### src/include/step_calc_defs.svh
`ifndef STEP_CALC_DEFS_SVH
`define STEP_CALC_DEFS_SVH

// Channels carried by one frame, at most 256.
`define NUM_CHANNELS 249

// Registered absolute-difference stage.
`define ADDSUB_LATENCY 2

// One divider stage per quotient bit.
`define DIV_LATENCY 8

// Intensity sample to update_rate.
`define CALC_LATENCY (1 + `ADDSUB_LATENCY + 1 + `DIV_LATENCY + 1)

`endif

### src/design/step_calc_pkg.sv
package step_calc_pkg;

  // Channel index, also the address of every per-channel RAM.
  typedef logic [7:0] chan_idx_t;

  // The divider result is produced as one word but consumed as two fields.
  typedef union packed {
    logic [15:0] raw;
    struct packed {
      logic [7:0] quotient;
      logic [7:0] remainder;
    } fields;
  } div_result_u;

endpackage

### src/design/channel_ram.sv
module channel_ram #(
  parameter int WIDTH = 8
) (
  input  logic                     CLK,
  input  logic                     wr_en,
  input  step_calc_pkg::chan_idx_t wr_addr,
  input  logic [WIDTH-1:0]         wr_data,
  input  step_calc_pkg::chan_idx_t rd_addr,
  output logic [WIDTH-1:0]         rd_data
);

  localparam int Depth = 2 ** $bits(step_calc_pkg::chan_idx_t);

  logic [WIDTH-1:0] mem [Depth];

  // Simple dual port with a registered read, one cycle of latency.
  always_ff @(posedge CLK) begin
    if (wr_en) begin
      mem[wr_addr] <= wr_data;
    end
    rd_data <= mem[rd_addr];
  end

endmodule

### src/design/intensity_stepper.sv
`include "step_calc_defs.svh"

module intensity_stepper (
  input  logic                     CLK,
  input  logic                     reset_out,
  input  logic                     update_tick,
  output step_calc_pkg::chan_idx_t rd_chan,
  input  logic [7:0]               rd_target,
  input  logic [7:0]               rd_rate,
  output logic [7:0]               level,
  output step_calc_pkg::chan_idx_t level_channel,
  output logic                     level_valid
);

  localparam step_calc_pkg::chan_idx_t Last = `NUM_CHANNELS - 1;

  logic                     clearing, active, rd_vld_q, lvl_we;
  step_calc_pkg::chan_idx_t clr_cnt, cnt, rd_chan_q, lvl_waddr;
  logic [7:0]               cur_level, next_level, lvl_wdata;
  logic [8:0]               up_sum;

  assign rd_chan = active ? cnt : '0;

  always_ff @(posedge CLK) begin
    if (reset_out) begin
      clearing    <= 1'b1;
      clr_cnt     <= '0;
      active      <= 1'b0;
      cnt         <= '0;
      rd_vld_q    <= 1'b0;
      level_valid <= 1'b0;
    end else begin
      rd_vld_q    <= active | (update_tick & ~clearing);
      level_valid <= rd_vld_q;
      if (clearing) begin
        clr_cnt <= clr_cnt + 1'b1;
        if (clr_cnt == Last) begin
          clearing <= 1'b0;
        end
      end else if (active) begin
        cnt <= cnt + 1'b1;
        if (cnt == Last) begin
          active <= 1'b0;
        end
      end else if (update_tick) begin
        active <= (`NUM_CHANNELS > 1);
        cnt    <= 8'd1;
      end
    end
  end

  // Move toward the target by the rate and stop exactly on it.
  assign up_sum = {1'b0, cur_level} + {1'b0, rd_rate};

  always_comb begin
    next_level = cur_level;
    if (cur_level < rd_target) begin
      if (up_sum >= {1'b0, rd_target}) begin
        next_level = rd_target;
      end else begin
        next_level = up_sum[7:0];
      end
    end else if (cur_level > rd_target) begin
      if (rd_rate >= cur_level - rd_target) begin
        next_level = rd_target;
      end else begin
        next_level = cur_level - rd_rate;
      end
    end
  end

  always_ff @(posedge CLK) begin
    rd_chan_q     <= rd_chan;
    level         <= next_level;
    level_channel <= rd_chan_q;
  end

  assign lvl_we    = clearing | rd_vld_q;
  assign lvl_waddr = clearing ? clr_cnt : rd_chan_q;
  assign lvl_wdata = clearing ? 8'd0 : next_level;

  channel_ram #(.WIDTH(8)) u_levels (
    .CLK     (CLK),
    .wr_en   (lvl_we),
    .wr_addr (lvl_waddr),
    .wr_data (lvl_wdata),
    .rd_addr (rd_chan),
    .rd_data (cur_level)
  );

endmodule

### config.mk
export PLATFORM = sky130hd
export DESIGN_NAME = intensity_stepper
export DESIGN_NICKNAME = d
export VERILOG_FILES = /design/src/design/step_calc_pkg.sv /design/src/design/channel_ram.sv /design/src/design/intensity_stepper.sv
export VERILOG_INCLUDE_DIRS = /design/src /design/src/include
export SDC_FILE = /design/constraint.sdc
export NUM_CORES = 2
export LEC_CHECK = 0
export ABC_CLOCK_PERIOD_IN_PS = 30600
export BUFFER_PORTS_ARGS = -buffer_cell sky130_fd_sc_hd__buf_2
export CAP_MARGIN = 25
export CORE_MARGIN = 2
export CORE_UTILIZATION = 45
export DETAILED_ROUTE_END_ITERATION = 12
export HOLD_SLACK_MARGIN = 0.03
export PLACE_DENSITY_LB_ADDON = 0.1
export REMOVE_ABC_BUFFERS = 1
export SETUP_SLACK_MARGIN = 0.5
export SLEW_MARGIN = 10
export SYNTH_ARGS = -nofsm -noshare
export SYNTH_HDL_FRONTEND = slang
export SYNTH_SLANG_ARGS = --single-unit
### constraint.sdc
create_clock -name CLK -period 30.6 [get_ports CLK]
set_input_delay 3.06 -clock CLK [delete_from_list [all_inputs] [get_ports CLK]]
set_output_delay 3.06 -clock CLK [all_outputs]
set_load 0.02 [all_outputs]
==> impl_results.md <==
* Combinational family with the most area after synthesis: compound AO/OA/AOI/OAI gates
* CP endpoint kind: register
* Routed length on met1 at ~110 mm
* Synth Area in Simple Gates at 5.988%
* Crit path max fanout at 87
* Growth of design area from synthesis to finish at 11.85%
* Unique masters post-synth at 85
* Worst Path Required at slightly above 30 ns
* Root Buffer: clkbuf_16
* Net Sw Frac at 20.63%
* Post-DRT Antenna Nets at 0
* Yosys top cell by area: edfxtp_1
* Worst slew margin at roughly 17%
* DRT Pass-1 Iters at 5
* Critical path type: input port to register
* DRC Markers at 0
* Vias per inst at 6.154
* Post-synthesis compound-gate area fraction at 8.988%
* RSZ-0062 raised after global routing: false
* Reg clk slew, reported paths at 0.06 ns
* Hold_buf cts at 0
* Post-DP HPWL at around 160 mm
* Met3 wire length at 19.13 mm
* Share of cells above drive strength 1 at 12.86%
* Core Box Area at 188,000 sq um
* Row cnt at roughly 160
* Final std cell area, no fill at 95,330 sq um
* Synth Area in Adders at 0.7017%
* Mux cell area share after synthesis at a little over 8%
* Post-synthesis sequential area ratio at approximately three quarters
* Fillers at 15,610
* Place WS at 20.78 ns
* Area occupied by multi-input gates at 20,870 sq um
* Slowest CP cell: buf_4
* FF+latch count, synth at ~2,100
* Max-slew violations at 0
* Postcts setup bufs at 0
* Post-synth top area share at 72.15%
* Synth area leaders: edfxtp_1, mux2i_1, mux4_2
* Leakage power at 0.03011 uW
* Initial Utilization at 45.34%
* Met2 WL post-DR at 123.2 mm
* Die area at 192,900 sq um
* Post-route clock period utilization at 27.60%
* Status: finished clean
* DIE WIDTH at 439.2 microns
* Vias after detailed routing at between 50,000 and 60,000
* Startpoint Class: input port
* Post-synth design cell area at between 80,000 and 90,000 sq um
* Sequential standard cell area at 62,560 sq um
* Largest net degree at the start of global routing at 221
* Global route total overflow at 0
* Int Pwr at between 4000 and 5000 uW
* Max Freq at around 120 MHz
* Syn Inst Count at 5,420
* First-pass GRT wire length at 371.8 mm
* Post-synth top flop: edfxtp_1
* Worst EP arrival at 8.97 ns
* IO Count at 44
* Clock buffer count from CTS at 218
* Initial antenna violation count at 10
* Critical path's most frequent cell: buf_4
* Combinational share of power at 1.9%
* Setup slack after layout at 22.15 ns
* Drt total wl at 263.3 mm
* Clock sinks at ~2,100
* Avg WL per Cell at 32.19 microns
* Final hold vios at 0
* CTS tree: yes
* Setup Viol. Count Final at 0
* Min Tclk post-route at between 8 and 9 ns
* Post_cts resized at 0
* Hold crit path type: register to register
* Peak supply drop at about 0.046 mV
* Part of the power in registers at 53.5%
* GPL Wtd Cong at around 0.86
* Tightest Pin Transition at around 1.2 ns
* Xor/xnor cell area share of the yosys netlist at 0.2261%
* Post-synth EDFFs at 2,048
* Final net count at between 5,000 and 6,000
* PortBufs at 43
* Top sig layer: met5
* 1st-iter DRT viols at 5,999
* P per Cell Area at about 61 nW/um^2
* Number of H-tree branching levels at 4
* Clock insertion delay at the later pin of the skew report at roughly 0.88 ns
* Critical-path cell list: buf_2 -> ha_1 -> fa_1 -> nand2b_1 -> a21oi_1 -> o21ai_0 -> a21oi_1 -> or3_1 -> nand2_1 -> ha_1 -> o21a_1 -> a2111oi_4 -> buf_6 -> mux2i_1 -> o32ai_4 -> buf_4 -> buf_4 -> buf_4
* Post-route insts no fill at 8,182
* Placed inst area at 88,290 sq um
* Inst Count DP at 7,762
* Vias in the first global route at 48,490
* Die height at 439.2 microns
* Async SR Flop Fraction at 0%
* CTS max path bufs at 3
* Max_cap viols at 0
* Syn avg cell area at 15.73 sq um
* Synth warn at 0
* P_sw at 1203 uW
* Gr usage total at 27.08%
* Clk network pwr share at 44.5%
* Worst clock skew at roughly 0.046 ns
* Crit-path max cell delay at ~0.88 ns
-- flip-flops by register name, summed over array words and instances, names as in the netlist --
register	count
clearing	1
rd_chan_q	8
clr_cnt	8
cnt	8
level	8
level_valid	1
active	1
rd_vld_q	1
u_levels.rd_data	8
level_channel	8
u_levels.mem	2048
-- cells by family (layout without fill, tap and decap cells) --
group | count (synthesis) | after routing
DFF | 2100 | 2100
xor gates and xnor gates | 22 | 22
buffers and inverters | 403 | 669
and+or+nand+nor | 1140 | 1140
muxes | 556 | 556
AOI/OAI and AO/OA | 1153 | 1153
other | 0 | 1
adders and majority gates | 46 | 46
-- worst paths after layout --
check | slack (ns) | start | endpoint | cells after the start
worst max-delay path | 22.15 | rd_rate[0] | u_levels.mem[222][5] | 18
worst min-delay path | 0.43 | rd_chan_q[6] | level_channel[6] | 0
worst max register to register | 24.17 | u_levels.rd_data[1] | u_levels.mem[222][5] | 18
worst min register to register | 0.43 | rd_chan_q[6] | level_channel[6] | 0
-- synth_stat cells, types with 55 or more instances --
library cell and count:
a211oi_1 55, a21o_1 62, a21oi_1 268, a221oi_1 97
buf_2 100, clkbuf_1 150, edfxtp_1 2048, mux2i_1 404
mux4_2 113, nand2_1 474, nand3_1 75, nor2_1 308
nor4_1 69, o21ai_0 263, o22ai_1 93
-- metrics by stage --
stage	hold slack, ns	utilization [%]	setup TNS [ns]	power (uW)
finish	0.4257	50.71	0	5831
global route	0.4354	50.71	0	5983
CTS	0.4189	50.64	0	5861
detailed placement	0.4139	46.96	0	3294
global placement	0.4079	46.85	0	3294
floorplan	0.3634	-	-508.87	3249
-- cells in the final DEF (no fill, tap or decap), types with 16 or more instances in the layout --
| cell | instances |
|---|---|
| clkinv_1 | 59 |
| nand2b_1 | 38 |
| mux2i_1 | 404 |
| buf_2 | 47 |
| nor2b_1 | 29 |
| a21oi_1 | 267 |
| dfxtp_1 | 46 |
| nand4_1 | 16 |
| a21o_1 | 62 |
| nand2_1 | 463 |
| mux4_2 | 113 |
| clkbuf_1 | 54 |
| a222oi_1 | 26 |
| nor2_1 | 304 |
| o221ai_1 | 48 |
| nor4_1 | 68 |
| buf_4 | 141 |
| o31ai_1 | 23 |
| o21ai_0 | 262 |
| nor3_1 | 33 |
| ha_1 | 43 |
| bufinv_16 | 17 |
| a211oi_1 | 50 |
| a22oi_1 | 32 |
| clkbuf_16 | 220 |
| mux2_2 | 39 |
| and2_1 | 50 |
| inv_1 | 45 |
| edfxtp_1 | 2048 |
| clkinv_2 | 39 |
| a221oi_1 | 97 |
| nand3_1 | 75 |
| o22ai_1 | 89 |
-- cell type report --
| cell class | instances | share of cell area [%] |
|---|---|---|
| Antenna cell | 1 | 0.002625 |
| Multi-Input combinational cell | 2917 | 21.90 |
| Clock buffer | 278 | 6.045 |
| Inverter | 54 | 0.2349 |
| Timing Repair Buffer | 208 | 1.722 |
| Tap cell | 2495 | 3.275 |
| Clock inverter | 129 | 1.207 |
| Sequential cell | 2100 | 65.62 |
-- per-layer routing --
layer	up-vias	global-route usage [%]
met5	-	0
met1	26170	37.93
met3	432	4.253
met2	2200	42.63
li1	21550	-
met4	4	10.52
-- worst max-delay path, delay by kind of cell --
family	cells	cell delay [ns]
simple gates	3	0.51
buf+inv	5	2.89
mux	1	0.15
compound gates	6	1.37
fa+ha+maj	3	0.85
-- power by group through the flow --
stage	sequential, uW	clock (uW)	combinational, uW
global route	3120	2740	123
finish	3120	2600	112
floorplan	3190	0	61.3
detailed placement	3180	0	111
CTS	3120	2630	111
global placement	3180	0	111
(Power assumes the default switching activity.)
